**config.mk**
```make
export PLATFORM = sky130hd
export DESIGN_NAME = ptw_top
export DESIGN_NICKNAME = d
export VERILOG_FILES = /design/src/hw/ptw_pkg.sv /design/src/hw/ptw_addr_gen.sv /design/src/hw/ptw_pte_check.sv /design/src/hw/ptw_refill_fmt.sv /design/src/hw/ptw_top.sv /design/src/hw/ptw_walk_fsm.sv
export SDC_FILE = /design/constraint.sdc
export NUM_CORES = 1
export LEC_CHECK = 0
export BUFFER_PORTS_ARGS = -buffer_cell sky130_fd_sc_hd__buf_2
export CAP_MARGIN = 20
export CORE_ASPECT_RATIO = 0.75
export CORE_MARGIN = 2
export CORE_UTILIZATION = 45
export DETAILED_ROUTE_END_ITERATION = 8
export HOLD_SLACK_MARGIN = 0.1
export PLACE_DENSITY = 0.77
export RECOVER_POWER = 100
export REMOVE_ABC_BUFFERS = 1
export SYNTH_ARGS = -nofsm -noshare
export SYNTH_HDL_FRONTEND = slang
export SYNTH_HIERARCHICAL = 1
export SYNTH_SLANG_ARGS = --single-unit
```
**constraint.sdc**
```tcl
create_clock -name ptw_clk -period 2.61 [get_ports ptw_clk]
set_input_delay 0.522 -clock ptw_clk [delete_from_list [all_inputs] [get_ports ptw_clk]]
set_output_delay 0.522 -clock ptw_clk [all_outputs]
set_load 0.05 [all_outputs]
```
**src/hw/ptw_pkg.sv**
```systemverilog
package ptw_pkg;

  //==============================
  // widths
  //==============================
  localparam int VPN_W    = 27;
  localparam int PPN_W    = 28;
  localparam int PADDR_W  = 40;
  localparam int LVL_BITS = 9;
  localparam int ASID_W   = 16;
  localparam int PTE_W    = 64;

  // first level fetched by a walk
  localparam logic [1:0] ROOT_LEVEL = 2'd2;

  //==============================
  // enums
  //==============================
  typedef enum logic [2:0] {
    IDLE        = 3'd0,
    PTE_REQ     = 3'd1,
    PTE_CHK     = 3'd2,
    ACC_FLT     = 3'd3,
    PGE_FLT     = 3'd4,
    REFILL      = 3'd5,
    ABT_DRAIN   = 3'd6,
    ABT_RESTART = 3'd7
  } ptw_state_e;

  typedef enum logic [1:0] {
    PRIV_U = 2'b00,
    PRIV_S = 2'b01,
    PRIV_M = 2'b11
  } priv_e;

  // one-hot page size
  typedef enum logic [2:0] {
    PGS_4K = 3'b001,
    PGS_2M = 3'b010,
    PGS_1G = 3'b100
  } pgs_e;

  //==============================
  // structs
  //==============================
  typedef struct packed {
    logic [VPN_W-1:0]  vpn;
    logic [ASID_W-1:0] asid;
  } walk_req_t;

  typedef struct packed {
    logic [PPN_W-1:0] satp_ppn;
    priv_e            priv;
    logic             mxr;
    logic             sum;
  } csr_cfg_t;

  // sv39 entry with rsw and flags in the 10 low bits
  typedef struct packed {
    logic [PTE_W-PPN_W-11:0] hi;
    logic [PPN_W-1:0]        ppn;
    logic [1:0]              rsw;
    logic                    d;
    logic                    a;
    logic                    g;
    logic                    u;
    logic                    x;
    logic                    w;
    logic                    r;
    logic                    v;
  } pte_t;

  // perm holds d, a, u, x, w, r, v
  typedef struct packed {
    logic [VPN_W-1:0]  vpn;
    logic [PPN_W-1:0]  ppn;
    pgs_e              pgs;
    logic [ASID_W-1:0] asid;
    logic              g;
    logic [6:0]        perm;
  } refill_t;

endpackage

```
**src/hw/ptw_addr_gen.sv**
```systemverilog
`timescale 1ns/1ps

module ptw_addr_gen import ptw_pkg::*; (
  input  logic               ptw_clk,
  input  logic               cpurst_b,
  input  logic               walk_vld,
  input  walk_req_t          walk,
  input  csr_cfg_t           cfg,
  input  logic               load_root,
  input  logic               load_next,
  input  logic [1:0]         level,
  input  pte_t               pte,
  output logic [VPN_W-1:0]   walk_vpn,
  output logic [PADDR_W-1:0] mem_addr
);

  logic                accept;
  logic [VPN_W-1:0]    vpn_src;
  logic [LVL_BITS-1:0] next_idx;
  logic [PADDR_W-1:0]  root_addr;
  logic [PADDR_W-1:0]  next_addr;

  // fresh walk uses the incoming vpn, a restart the held one
  assign accept  = load_root && walk_vld;
  assign vpn_src = accept ? walk.vpn : walk_vpn;

  always_ff @(posedge ptw_clk or negedge cpurst_b)
  begin
    if (!cpurst_b)
      walk_vpn <= '0;
    else if (accept)
      walk_vpn <= walk.vpn;
  end

  // index of the level below the current one
  always_comb
  begin
    if (level == ROOT_LEVEL)
      next_idx = walk_vpn[2*LVL_BITS-1 -: LVL_BITS];
    else
      next_idx = walk_vpn[LVL_BITS-1:0];
  end

  assign root_addr = {cfg.satp_ppn, vpn_src[VPN_W-1 -: LVL_BITS], 3'b000};
  assign next_addr = {pte.ppn, next_idx, 3'b000};

  always_ff @(posedge ptw_clk or negedge cpurst_b)
  begin
    if (!cpurst_b)
      mem_addr <= '0;
    else if (load_root)
      mem_addr <= root_addr;
    else if (load_next)
      mem_addr <= next_addr;
  end

endmodule

```
**src/hw/ptw_pte_check.sv**
```systemverilog
`timescale 1ns/1ps

module ptw_pte_check import ptw_pkg::*; (
  input  logic       ptw_clk,
  input  logic       cpurst_b,
  input  logic       pte_capture,
  input  pte_t       mem_rsp_data,
  input  logic [1:0] level,
  input  csr_cfg_t   cfg,
  output pte_t       pte,
  output logic       is_leaf,
  output logic       pg_fault,
  output pgs_e       hit_pgs
);

  logic last_lvl;
  logic wr_only;
  logic priv_flt;
  logic misalign;

  always_ff @(posedge ptw_clk or negedge cpurst_b)
  begin
    if (!cpurst_b)
      pte <= '0;
    else if (pte_capture)
      pte <= mem_rsp_data;
  end

  //==============================
  // leaf and fault decode
  //==============================
  assign last_lvl = (level == 2'd0);
  assign is_leaf  = (pte.v && (pte.r || pte.x)) || last_lvl;

  // writable without readable unless mxr lets x stand in for r
  assign wr_only = pte.w && !(pte.r || (cfg.mxr && pte.x));

  // user bit against current privilege
  assign priv_flt = (pte.u && cfg.priv == PRIV_S && !cfg.sum)
                 || (!pte.u && cfg.priv == PRIV_U);

  // superpage ppn must be aligned to its size
  always_comb
  begin
    case (level)
      2'd2:    misalign = |pte.ppn[2*LVL_BITS-1:0];
      2'd1:    misalign = |pte.ppn[LVL_BITS-1:0];
      default: misalign = 1'b0;
    endcase
  end

  assign pg_fault = !pte.v
                 || wr_only
                 || (is_leaf && (priv_flt || !pte.a || misalign))
                 || (last_lvl && !pte.r && !pte.x);

  always_comb
  begin
    case (level)
      2'd2:    hit_pgs = PGS_1G;
      2'd1:    hit_pgs = PGS_2M;
      default: hit_pgs = PGS_4K;
    endcase
  end

endmodule

```
**src/hw/ptw_refill_fmt.sv**
```systemverilog
`timescale 1ns/1ps

module ptw_refill_fmt import ptw_pkg::*; (
  input  logic             ptw_clk,
  input  logic             cpurst_b,
  input  ptw_state_e       state,
  input  logic             is_leaf,
  input  pgs_e             hit_pgs,
  input  pte_t             pte,
  input  logic [VPN_W-1:0] walk_vpn,
  input  walk_req_t        walk,
  output refill_t          ref_entry
);

  pgs_e              pgs_q;
  logic [ASID_W-1:0] asid_q;
  logic              leaf_hit;
  logic [VPN_W-1:0]  vpn_masked;

  assign leaf_hit = (state == PTE_CHK) && is_leaf;

  always_ff @(posedge ptw_clk or negedge cpurst_b)
  begin
    if (!cpurst_b)
    begin
      pgs_q  <= PGS_4K;
      asid_q <= '0;
    end
    else if (leaf_hit)
    begin
      pgs_q  <= hit_pgs;
      asid_q <= walk.asid;
    end
  end

  // clear the vpn bits covered by the page offset
  always_comb
  begin
    case (pgs_q)
      PGS_1G:  vpn_masked = {walk_vpn[VPN_W-1:2*LVL_BITS], {2*LVL_BITS{1'b0}}};
      PGS_2M:  vpn_masked = {walk_vpn[VPN_W-1:LVL_BITS], {LVL_BITS{1'b0}}};
      default: vpn_masked = walk_vpn;
    endcase
  end

  //==============================
  // refill entry
  //==============================
  assign ref_entry.vpn  = vpn_masked;
  assign ref_entry.ppn  = pte.ppn;
  assign ref_entry.pgs  = pgs_q;
  assign ref_entry.asid = asid_q;
  assign ref_entry.g    = pte.g;
  assign ref_entry.perm = {pte.d, pte.a, pte.u, pte.x, pte.w, pte.r, pte.v};

endmodule

```
**src/hw/ptw_top.sv**
```systemverilog
`timescale 1ns/1ps

module ptw_top import ptw_pkg::*; (
  input  logic               ptw_clk,
  input  logic               cpurst_b,
  // walk request from tlb
  input  logic               walk_vld,
  input  walk_req_t          walk,
  input  csr_cfg_t           cfg,
  input  logic               abort,
  // memory read port
  output logic               mem_req,
  output logic [PADDR_W-1:0] mem_addr,
  input  logic               mem_rsp_vld,
  input  logic               mem_bus_err,
  input  pte_t               mem_rsp_data,
  // refill to arbiter
  output logic               ref_req,
  output refill_t            ref_entry,
  input  logic               ref_grant,
  // completion to tlb
  output logic               ref_cmplt,
  output logic               ref_data_vld,
  output logic               ref_acc_err,
  output logic               ref_pgflt
);

  ptw_state_e       state;
  logic [1:0]       level;
  logic             load_root;
  logic             load_next;
  logic             pte_capture;
  logic             is_leaf;
  logic             pg_fault;
  pgs_e             hit_pgs;
  pte_t             pte;
  logic [VPN_W-1:0] walk_vpn;

  ptw_walk_fsm u_walk_fsm (
    .ptw_clk      (ptw_clk),
    .cpurst_b     (cpurst_b),
    .walk_vld     (walk_vld),
    .abort        (abort),
    .mem_rsp_vld  (mem_rsp_vld),
    .mem_bus_err  (mem_bus_err),
    .ref_grant    (ref_grant),
    .is_leaf      (is_leaf),
    .pg_fault     (pg_fault),
    .state        (state),
    .level        (level),
    .load_root    (load_root),
    .load_next    (load_next),
    .pte_capture  (pte_capture),
    .mem_req      (mem_req),
    .ref_req      (ref_req),
    .ref_cmplt    (ref_cmplt),
    .ref_data_vld (ref_data_vld),
    .ref_acc_err  (ref_acc_err),
    .ref_pgflt    (ref_pgflt)
  );

  ptw_addr_gen u_addr_gen (
    .ptw_clk   (ptw_clk),
    .cpurst_b  (cpurst_b),
    .walk_vld  (walk_vld),
    .walk      (walk),
    .cfg       (cfg),
    .load_root (load_root),
    .load_next (load_next),
    .level     (level),
    .pte       (pte),
    .walk_vpn  (walk_vpn),
    .mem_addr  (mem_addr)
  );

  ptw_pte_check u_pte_check (
    .ptw_clk      (ptw_clk),
    .cpurst_b     (cpurst_b),
    .pte_capture  (pte_capture),
    .mem_rsp_data (mem_rsp_data),
    .level        (level),
    .cfg          (cfg),
    .pte          (pte),
    .is_leaf      (is_leaf),
    .pg_fault     (pg_fault),
    .hit_pgs      (hit_pgs)
  );

  ptw_refill_fmt u_refill_fmt (
    .ptw_clk   (ptw_clk),
    .cpurst_b  (cpurst_b),
    .state     (state),
    .is_leaf   (is_leaf),
    .hit_pgs   (hit_pgs),
    .pte       (pte),
    .walk_vpn  (walk_vpn),
    .walk      (walk),
    .ref_entry (ref_entry)
  );

endmodule

```
**src/hw/ptw_walk_fsm.sv**
```systemverilog
`timescale 1ns/1ps

module ptw_walk_fsm import ptw_pkg::*; (
  input  logic       ptw_clk,
  input  logic       cpurst_b,
  input  logic       walk_vld,
  input  logic       abort,
  input  logic       mem_rsp_vld,
  input  logic       mem_bus_err,
  input  logic       ref_grant,
  input  logic       is_leaf,
  input  logic       pg_fault,
  output ptw_state_e state,
  output logic [1:0] level,
  output logic       load_root,
  output logic       load_next,
  output logic       pte_capture,
  output logic       mem_req,
  output logic       ref_req,
  output logic       ref_cmplt,
  output logic       ref_data_vld,
  output logic       ref_acc_err,
  output logic       ref_pgflt
);

  ptw_state_e state_nxt;
  logic       rsp_done;
  logic       grant_ok;

  // response or error ends the outstanding read
  assign rsp_done = mem_rsp_vld || mem_bus_err;

  //==============================
  // next state
  //==============================
  always_comb
  begin
    state_nxt = state;
    case (state)
      IDLE:
      begin
        if (walk_vld)
          state_nxt = PTE_REQ;
      end
      PTE_REQ:
      begin
        // abort with the read still open must drain it first
        if (abort)
          state_nxt = rsp_done ? ABT_RESTART : ABT_DRAIN;
        else if (mem_bus_err)
          state_nxt = ACC_FLT;
        else if (mem_rsp_vld)
          state_nxt = PTE_CHK;
      end
      PTE_CHK:
      begin
        if (abort)
          state_nxt = ABT_RESTART;
        else if (pg_fault)
          state_nxt = PGE_FLT;
        else if (is_leaf)
          state_nxt = REFILL;
        else
          state_nxt = PTE_REQ;
      end
      ACC_FLT,
      PGE_FLT:
      begin
        state_nxt = IDLE;
      end
      REFILL:
      begin
        if (abort)
          state_nxt = ABT_RESTART;
        else if (ref_grant)
          state_nxt = IDLE;
      end
      ABT_DRAIN:
      begin
        // drop whatever comes back
        if (rsp_done)
          state_nxt = ABT_RESTART;
      end
      ABT_RESTART:
      begin
        state_nxt = PTE_REQ;
      end
      default:
      begin
        state_nxt = IDLE;
      end
    endcase
  end

  always_ff @(posedge ptw_clk or negedge cpurst_b)
  begin
    if (!cpurst_b)
      state <= IDLE;
    else
      state <= state_nxt;
  end

  //==============================
  // strobes and walk level
  //==============================
  assign load_root   = (state == IDLE && walk_vld) || (state == ABT_RESTART);
  assign load_next   = (state == PTE_CHK) && !abort && !pg_fault && !is_leaf;
  assign pte_capture = (state == PTE_REQ) && mem_rsp_vld;

  always_ff @(posedge ptw_clk or negedge cpurst_b)
  begin
    if (!cpurst_b)
      level <= ROOT_LEVEL;
    else if (load_root)
      level <= ROOT_LEVEL;
    else if (load_next)
      level <= level - 2'd1;
  end

  //==============================
  // outputs
  //==============================
  assign grant_ok     = (state == REFILL) && ref_grant && !abort;
  assign mem_req      = (state == PTE_REQ);
  assign ref_req      = (state == REFILL);
  assign ref_acc_err  = (state == ACC_FLT);
  assign ref_pgflt    = (state == PGE_FLT);
  assign ref_data_vld = grant_ok;
  assign ref_cmplt    = ref_acc_err || ref_pgflt || grant_ok;

endmodule

```
# After elaboration in Yosys (flattened, before gate mapping)
# Index checks and enable logic that the tools add are counted.
# totals
reg_bits	127
inputBits	146
out_inout_bits	128
wordCells	103
# op_classes
n_addsub	1
n_eq_ne	16
n_mux	21
n_reduce_logical	49
# ops
operator	n
$mux W40	2
$pmux W18 S2	1
$mux W3	10
$mux W27	1
$pmux W3 S7	1
$logic_and A1 B1 Y1	18
$reduce_or A18 Y1	1
$eq A3 B3 Y1 const B	5
$logic_or A1 B1 Y1	13
$logic_not A1 Y1	10
$eq A3 B2 Y1 const B	3
$mux W9	1
$reduce_or A9 Y1	1
$pmux W3 S2	1
$eq A2 B1 Y1 const B	2
$logic_not A2 Y1	2
$mux W2	2
$ne A4 B2 Y1 const B	1
$reduce_and A4 Y1	1
$eq A3 B1 Y1 const B	1
$logic_not A3 Y1	1
$ne A3 B2 Y1 const B	1
$eq A2 B2 Y1 const B	1
$ne A2 B1 Y1 const B	1
6 further kinds	6

# Logic depth before layout (Yosys ltp)
# Gate-level depths: netlist (run 1).
# depth
depth_word	14
depth_mapped	13
ltp_nobuf	11

# Cells and area by module
# Netlist (run 1), hierarchy kept.
# modules_own_cells
mod	instances	cells_each	area_each_um2	seq_area_each_um2
ptw_addr_gen	1	234	2955.3	1601.5
ptw_pte_check	1	163	2561.2	1601.5
ptw_refill_fmt	1	107	1258.7	476.7
ptw_walk_fsm	1	56	466.7	126.4

# Worst setup path after synthesis (run 1)
# Ideal clock, no wire load.
# synth_path
path_type	input -> output
start	input port abort
end	output port ref_data_vld
arrival_time_ns	2.170
setup_slack_ns	-0.082
stages	2
n_path_buf	1
path_cell_list	buf_6 nor4_1
# synth_between
elab_chain_len	2
# synth_rtl
item	line_no	text
from (decl)	ptw_top.sv:10	input logic abort,
$logic_not A1 Y1	ptw_walk_fsm.sv:123	assign grant_ok = (state == REFILL) && ref_grant && !abort;
$logic_and A1 B1 Y1	ptw_walk_fsm.sv:123	
to (decl)	ptw_top.sv:23	output logic ref_data_vld,
# Every way passes these cells.

==> impl_metrics.json, run 1 <==
{
  "synth_warnings": 6,
  "start_util_pct": 45.6,
  "drc_errors": 0,
  "ios": 274,
  "r2r-start": "u_walk_fsm/level[1]",
  "finalSetupTns_ns": 0,
  "place_area_mm2": 0.00736,
  "dr.pass1.iters": 5,
  "hp-class": "in -> reg",
  "ff_latch_area_mm2": 0.00311,
  "critical_path.slowest_cell": "xor2_1",
  "antenna_left": 0,
  "fillerInstances": 1250,
  "cts_made_buffers": 17,
  "drive_gt1_share_pct": 37.0,
  "critPathMaxStageDelay_ns": 0.60,
  "cp-end-kind": "output pin",
  "die-area_mm2": 0.0148,
  "path_max_fanout": 9,
  "grt_pass1_wl_mm": 24.1,
  "antenna_found_initial": 0,
  "crit_path_start_kind": "register",
  "setup_viol": 0,
  "antenna_cells": 0,
  "r2r_cells": 12,
  "grt_pass1_vias": 4734,
  "die_w_um": 140,
  "fp-row-count": 37,
  "drt-initial-drc-count": 214,
  "gp_congestion": 0.840,
  "wl_per_cell_um": 16.6,
  "hold-path-endpoint": "u_addr_gen/mem_addr[30]",
  "worst_hold_startpoint": "cfg[22]",
  "violations": "capacitance limit, slew limit",
  "grt_usage_pct": 20.5,
  "cts.sinks": 124,
  "multi_input_area_mm2": 0.00246,
  "numPortBuffers": 242,
  "worstMarginPinSlew_ns": 1.58,
  "cp.required_ns": 2.09,
  "outcome": "complete, but fails checks",
  "fp.dieH_um": 106,
  "fp.coreArea_mm2": 0.0136,
  "vias": 4574,
  "overflow": 0,
  "area_delta_synth_final_pct": 23.2,
  "fin_area_mm2": 0.00765,
  "grt_start_max_net_pins": 66,
  "fin_skew_ns": 0.0105,
  "ff2ff_setup_slack_ns": 0.15,
  "r2r-end": "u_addr_gen/mem_addr[33]",
  "crit_chain": "xor2_1 > a21boi_0 > clkbuf_2",
  "syn_area_mm2": 0.00621,
  "wirelength_mm": 15.0,
  "cp.arrival_ns": 1.96,
  "syn_avg_cell_area_um2": 12.4,
  "hpwl_mm": 10.9,
  "clock_path_buffers": 2,
  "slew_viol_final": 66,
  "crit_type": "reg -> out",
  "fin_crit_ns": 2.49,
  "max_slew_margin_pct": -5.21,
  "hold_depth": 3,
  "insertion_delay_ns": 0.41,
  "clkSlewWorstSetupHoldPaths_ns": 0.05,
  "max_freq_ghz": 0.402,
  "drv_cap": 1,
  "layout.nets": 868,
  "htree_levels": 4,
  "via_per_inst": 5.07,
  "tritoncts": "built",
  "post-route-period-util_pct": 95.2,
  "hold_violations": 0,
  "synth_cells": 502,
  "cts-root-buf": "clkbuf_16"
}
## state kept, by name, indices dropped and copies added (netlist names)
name and flops:
u_addr_gen/mem_addr 37, u_addr_gen/walk_vpn 27, u_pte_check/pte 36, u_refill_fmt/asid_q 16, u_refill_fmt/pgs_q 3, u_walk_fsm/level 2, u_walk_fsm/state 3
## worst max-delay path by stage
| stage | from | endpoint | cells past startpoint |
|---|---|---|---|
| detailed placement | u_pte_check/pte[11] | u_addr_gen/mem_addr[5] | 11 |
| global route | u_walk_fsm/level[1] | u_addr_gen/mem_addr[19] | 12 |
| CTS | u_pte_check/pte[11] | u_addr_gen/mem_addr[5] | 12 |
| finish | u_refill_fmt/pgs_q[1] | ref_entry[61] | 3 |
| global placement | u_pte_check/pte[11] | u_addr_gen/mem_addr[7] | 12 |
| floorplan | u_pte_check/pte[23] | u_addr_gen/mem_addr[10] | 9 |
## cell usage in the layout (no fill, tap or decap), types with 2 or more instances in the layout
cell type and n:
nor4_2 2, clkbuf_2 21, o21ai_1 8, or2_4 2, clkbuf_1 112, nand2_1 31
mux2_2 61, nor2_1 16, xnor2_1 2, mux2i_1 38, o21ai_0 34, nor3_1 4
clkinv_2 2, buf_2 118, nor2b_1 11, nand2b_2 3, a22oi_2 3, ha_1 4
nor4_1 2, inv_1 6, a21oi_1 2, mux2_1 31, clkbuf_16 18, buf_4 20
a22oi_1 7, nand3_1 3, conb_1 3, clkbuf_8 2, dfrtp_1 122, dfstp_2 2
a21boi_0 9, nand2b_1 2
## what timing repair did
item                                    in CTS  in global routing
buffers inserted                             1                  0
resized for setup                            6                 12
endpoints found under the setup margin      34                 38
gates cloned                                 0                  1
pin swaps                                    1                  2
hold buffers                                 0                  0
endpoints found under the hold margin        0                  0
## metal layers
layer	track usage [%]	wire length [µm]	vias to the layer above
met2	33.9	7380	162
met5	0	0	-
li1	-	-	2145
met4	6.36	182	0
met3	5.82	894	21
met1	26.3	6560	2246
## per-stage QoR
| stage | std cells | setup WS, ns | hold slack [ns] | utilization (%) |
|---|---|---|---|---|
| finish | 902 | 0.124 | 0.318 | 56.2 |
| global route | 902 | -0.00521 | 0.309 | 56.2 |
| CTS | 902 | 0.0459 | 0.121 | 58.1 |
| detailed placement | 873 | -0.163 | 0.492 | 54.1 |
| global placement | 873 | -0.0543 | 0.486 | 54.1 |
| floorplan | 430 | -1.61 | 0.226 | - |
## critical path, delay by kind of cell, from the launching register on
family	cells	cell delay, ns
flops	1	0.41
buf+inv	1	0.29
xor+xnor	1	0.60
compound gates	1	0.25
## cell type report
cell class / instances / area share [%]
Inverter: 7 / 0.343
Multi-Input combinational cell: 299 / 32.1
Tap cell: 175 / 2.86
Clock inverter: 3 / 0.523
Clock buffer: 25 / 6.21
Sequential cell: 124 / 40.6
Timing Repair Buffer: 269 / 17.4
Power of run 1 is not shown: default switching activity piles up to over one toggle a cycle in this logic, so the estimate is an artifact.
==> run 2: changes to the inputs <==
--- a/config.mk
+++ b/config.mk
@@ -13,7 +13,6 @@
 export DETAILED_ROUTE_END_ITERATION = 8
 export HOLD_SLACK_MARGIN = 0.1
 export PLACE_DENSITY = 0.77
-export RECOVER_POWER = 100
 export REMOVE_ABC_BUFFERS = 1
 export SYNTH_ARGS = -nofsm -noshare
 export SYNTH_HDL_FRONTEND = slang
==> run 2 against run 1 <==
Net effect: the flow now finishes without violations; flip-flop and latch count stayed put; maximum frequency is 0.44% higher; register-to-register slack hardly changed; first-iteration DRC count is 4.2% higher; critical endpoint is now u_addr_gen/mem_addr[33].
==> impl_metrics.json, run 2 (same netlist as run 1, synthesis figures left out) <==
{
  "outcome": "complete, no violations",
  "fp.dieH_um": 106,
  "ios": 274,
  "area_delta_synth_final_pct": 28.2,
  "cts-root-buf": "clkbuf_16",
  "slew_viol_final": 0,
  "fp.coreArea_mm2": 0.0136,
  "via_per_inst": 5.06,
  "wirelength_mm": 15.1,
  "clock_path_buffers": 2,
  "fp-row-count": 37,
  "crit_type": "reg -> reg",
  "grt_start_max_net_pins": 66,
  "fin_ws_ns": 0.135,
  "tritoncts": "built",
  "drv_cap": 0,
  "final_common_cell": "buf_2",
  "numPortBuffers": 242,
  "start_util_pct": 45.6,
  "ff2ff_setup_slack_ns": 0.14,
  "clkSlewWorstSetupHoldPaths_ns": 0.05,
  "cp.required_ns": 2.86,
  "grt_usage_pct": 20.5,
  "regMostFlops": "u_addr_gen/mem_addr",
  "detailedPlace.worstSlack_ns": -0.163,
  "drive_gt1_share_pct": 56.1,
  "antenna_cells": 0,
  "reg_top3": "u_addr_gen/mem_addr: 37 flops, u_pte_check/pte: 36 flops, u_addr_gen/walk_vpn: 27 flops",
  "hp-class": "in -> async",
  "htree_levels": 4,
  "layout_common_cells": "buf_2 (241), dfrtp_1 (122), mux2_2 (61), mux2i_1 (38), o21ai_0 (34)",
  "setup_viol": 0,
  "die_w_um": 140,
  "fin_skew_ns": 0.00890,
  "finalSetupTns_ns": 0,
  "antenna_found_initial": 0,
  "overflow": 0,
  "cp-end-kind": "register",
  "max_freq_ghz": 0.404,
  "largest_reg_flops": 37,
  "hpwl_mm": 10.9,
  "drc_errors": 0,
  "max_slew_margin_pct": 31.2,
  "holdBufCountCts": 0,
  "crit_path_start_kind": "register",
  "grt_pass1_vias": 4734,
  "cp.arrival_ns": 2.73,
  "cts_made_buffers": 17,
  "fin_crit_ns": 2.47,
  "post-route-period-util_pct": 94.8,
  "gp_congestion": 0.840,
  "drt-initial-drc-count": 223,
  "insertion_delay_ns": 0.41,
  "dr.pass1.iters": 4,
  "layout.nets": 868,
  "die-area_mm2": 0.0148,
  "wl_per_cell_um": 16.7,
  "vias": 4566,
  "worstMarginPinSlew_ns": 1.03,
  "path_max_fanout": 9,
  "grt_pass1_wl_mm": 24.1,
  "antenna_left": 0,
  "hold_violations": 0,
  "cts.sinks": 124
}
## run 2: cell types whose count changed in the layout (fill, tap and decap cells not counted), moves of 2 or more
cell and delta:
buf_2 +123, buf_4 +2, mux2_1 -30, clkbuf_1 -106, buf_12 +2, mux2_4 +30
clkbuf_2 -21
## run 2: what timing repair did
item	4_1_cts	5_1_grt
hold endpoints to repair	0	0
buffers inserted	1	0
setup endpoints to repair	34	38
pin swaps	1	2
gates cloned	0	1
gates resized for setup	6	12
## run 2: through the flow
step | hold WS, ns | cell area (µm²) | utilization, % | std cells
3_3_place_gp | 0.486 | 7360 | 54.1 | 873
2_1_floorplan | 0.226 | 5670 | - | 430
4_1_cts | 0.121 | 7910 | 58.1 | 902
5_1_grt | 0.129 | 7970 | 58.5 | 902
6_report | 0.115 | 7970 | 58.5 | 902
3_5_place_dp | 0.492 | 7360 | 54.1 | 873
## run 2: critical path: stages (launching register included)
cell	delay, ns
dfstp_2	0.53
inv_1	0.07
ha_1	0.27
inv_1	0.07
nor2_1	0.05
o21ai_1	0.15
o221ai_2	0.14
or2_4	0.26
nor3_4	0.15
buf_12	0.17
buf_16	0.15
mux2i_1	0.19
o21ai_0	0.13
## run 2: cell type report
cell class	instances	area, µm²
fill	1152	5650
multi-input combinational	299	2600
tap	175	219
timing repair buffer	269	1500
clock buffer	25	475
inverter	7	26.3
sequential	124	3110
clock inverter	3	40.0
## run 2: path summary, 6_finish.rpt
kind	startpoint	end	depth (start not counted)
max	u_walk_fsm/level[1]	u_addr_gen/mem_addr[33]	12
min	cpurst_b	u_pte_check/pte[31]	2
max reg2reg	u_walk_fsm/level[1]	u_addr_gen/mem_addr[33]	12
min reg2reg	u_pte_check/pte[7]	u_pte_check/pte[7]	1
max in group asynchronous	cpurst_b	u_walk_fsm/level[1]	2
min in group ptw_clk	cfg[22]	u_addr_gen/mem_addr[30]	3
## run 2: metal layers
metal / vias to the layer above / global-route usage [%] / share of wire [%]
li1: 2136 / - / -
met1: 2233 / 26.3 / 43
met2: 179 / 33.9 / 49
met3: 18 / 5.82 / 6.6
met4: 0 / 6.36 / 1.1
met5: - / 0 / 0
Power of run 2 is left out for the same reason.
==> run 3: changes to the inputs <==
--- a/config.mk
+++ b/config.mk
@@ -13,7 +13,6 @@
 export DETAILED_ROUTE_END_ITERATION = 8
 export HOLD_SLACK_MARGIN = 0.1
 export PLACE_DENSITY = 0.77
-export REMOVE_ABC_BUFFERS = 1
 export SYNTH_ARGS = -nofsm -noshare
 export SYNTH_HDL_FRONTEND = slang
 export SYNTH_HIERARCHICAL = 1
==> run 3 against run 2 <==
Net effect: register-to-register slack is essentially flat; maximum frequency shrank 0.50%; setup slack lost 0.013 ns; final area grew 1.3%; count of clock-buffer cells in the layout shrank 2; worst hold slack gained 0.21 ns; utilization grew 0.77 points; final cell count grew 0.33%; first-iteration DRC count shrank 8.5%; clock skew shrank 0.0019 ns; critical path depth is the same; sequential share of layout area shrank 0.51 points.
==> impl_metrics.json, run 3 (same netlist as run 1, synthesis figures left out) <==
{
  "crit_type": "reg -> reg",
  "crit_path_end": "u_addr_gen/mem_addr[6]",
  "die_w_um": 140,
  "fp.coreArea_mm2": 0.0136,
  "r2r-start": "u_pte_check/pte[11]",
  "fin_ws_ns": 0.123,
  "fin_area_mm2": 0.00807,
  "vias": 4564,
  "hold_violations": 0,
  "ff2ff_setup_slack_ns": 0.12,
  "drv_cap": 0,
  "path_max_fanout": 9,
  "layout_common_cells": "buf_2 (241), dfrtp_1 (122), mux2_2 (61), mux2i_1 (38), nand2_1 (31)",
  "slew_viol_final": 0,
  "cp.arrival_ns": 2.77,
  "tritoncts": "built",
  "post-route-period-util_pct": 95.3,
  "hp-class": "in -> reg",
  "dr.pass1.iters": 4,
  "fillerInstances": 1108,
  "fp.dieH_um": 106,
  "cp.required_ns": 2.89,
  "antenna_found_initial": 0,
  "crit_path_start_kind": "register",
  "antenna_left": 0,
  "htree_levels": 4,
  "reg_top3": "u_addr_gen/mem_addr: 37 flops, u_pte_check/pte: 36 flops, u_addr_gen/walk_vpn: 27 flops",
  "grt_pass1_wl_mm": 24.3,
  "place_area_mm2": 0.00733,
  "drive_gt1_share_pct": 57.5,
  "insertion_delay_ns": 0.41,
  "drt-initial-drc-count": 204,
  "fin_crit_ns": 2.49,
  "grt_start_max_net_pins": 65,
  "critPathLaunch": "u_pte_check/pte[11]",
  "r2r-end": "u_addr_gen/mem_addr[6]",
  "antenna_cells": 0,
  "cts-root-buf": "clkbuf_16",
  "drc_errors": 0,
  "final_common_cell": "buf_2",
  "fp-row-count": 37,
  "clkSlewWorstSetupHoldPaths_ns": 0.06,
  "via_per_inst": 5.04,
  "area_delta_synth_final_pct": 29.9,
  "hpwl_mm": 11.2,
  "regMostFlops": "u_addr_gen/mem_addr",
  "max_freq_ghz": 0.402,
  "numPortBuffers": 242,
  "outcome": "complete, no violations",
  "max_slew_margin_pct": 57.6,
  "wl_per_cell_um": 16.8,
  "layout.nets": 867,
  "fin_skew_ns": 0.00701,
  "start_util_pct": 45.6,
  "grt_usage_pct": 20.7,
  "die-area_mm2": 0.0148,
  "grt_pass1_vias": 4681,
  "setup_viol": 0,
  "gp_congestion": 0.891,
  "cp-end-kind": "register",
  "cts.sinks": 124,
  "worstMarginPinSlew_ns": 0.634,
  "detailedPlace.worstSlack_ns": -0.220,
  "ios": 274,
  "wirelength_mm": 15.2,
  "clock_path_buffers": 2,
  "multi_input_area_mm2": 0.00264,
  "cts_made_buffers": 17,
  "rsz0062_at_grt": "yes",
  "r2r_cells": 12,
  "ff_latch_area_mm2": 0.00311,
  "overflow": 0,
  "largest_reg_flops": 37
}
-- run 3: cell types whose count changed in the layout (fill, tap and decap cells not counted), moves of 4 or more --
| cell | delta |
|---|---|
| a22oi_1 | -4 |
| a22oi_2 | +4 |
| buf_4 | -4 |
| buf_6 | +4 |
| clkbuf_1 | -5 |
| o21ai_0 | -10 |
| o21ai_1 | +10 |
-- run 3: worst max-delay path: stages (launching register included) --
cell      delay (ns)
dfrtp_1         0.41
nor4_4          0.30
buf_4           0.16
nand3_4         0.07
a211oi_2        0.23
o221ai_2        0.14
or2_4           0.25
nor3_4          0.15
buf_6           0.14
buf_8           0.12
nor2_4          0.08
a22oi_2         0.21
o21ai_1         0.09
-- run 3: final cells by class --
class	instances	area share (%)
multi-input combinational	299	32.7
clock buffer	23	6.17
timing repair buffer	268	18.2
tap	175	2.71
sequential	124	38.5
clock inverter	9	1.36
inverter	7	0.326
-- run 3: worst min path at each step --
stage / from / to / slack (ns) / cells past startpoint
floorplan: cpurst_b / u_addr_gen/mem_addr[10] / 0.23 / 0
global placement: cpurst_b / u_refill_fmt/asid_q[2] / 0.45 / 1
detailed placement: cpurst_b / u_refill_fmt/asid_q[10] / 0.46 / 1
global route: cfg[18] / u_addr_gen/mem_addr[26] / 0.32 / 3
CTS: cfg[19] / u_addr_gen/mem_addr[27] / 0.31 / 3
finish: cfg[18] / u_addr_gen/mem_addr[26] / 0.33 / 3
-- run 3: repair_timing --
action | CTS | global route
cloned | 1 | 0
endpoints found under the setup margin | 37 | 37
gates resized for setup | 5 | 32
setup buffers | 2 | 1
endpoints found under the hold margin | 27 | 0
pin swaps | 4 | 10
hold buffers | 1 | 0
-- run 3: stage by stage --
stage	instances	hold WS, ns	setup TNS, ns	util (%)
floorplan	504	0.226	-0.106	-
global placement	869	0.454	-5.91	53.8
detailed placement	869	0.458	-6.17	53.8
CTS	905	0.309	0	58.9
global route	905	0.320	-1.50	59.3
finish	905	0.328	0	59.3
-- run 3: routing by layer --
| layer | global-route usage (%) | routed length, µm |
|---|---|---|
| met5 | 0 | 0 |
| met4 | 7.00 | 245 |
| met3 | 4.73 | 820 |
| met2 | 33.6 | 7350 |
| met1 | 27.7 | 6810 |
Power of run 3 is left out for the same reason.
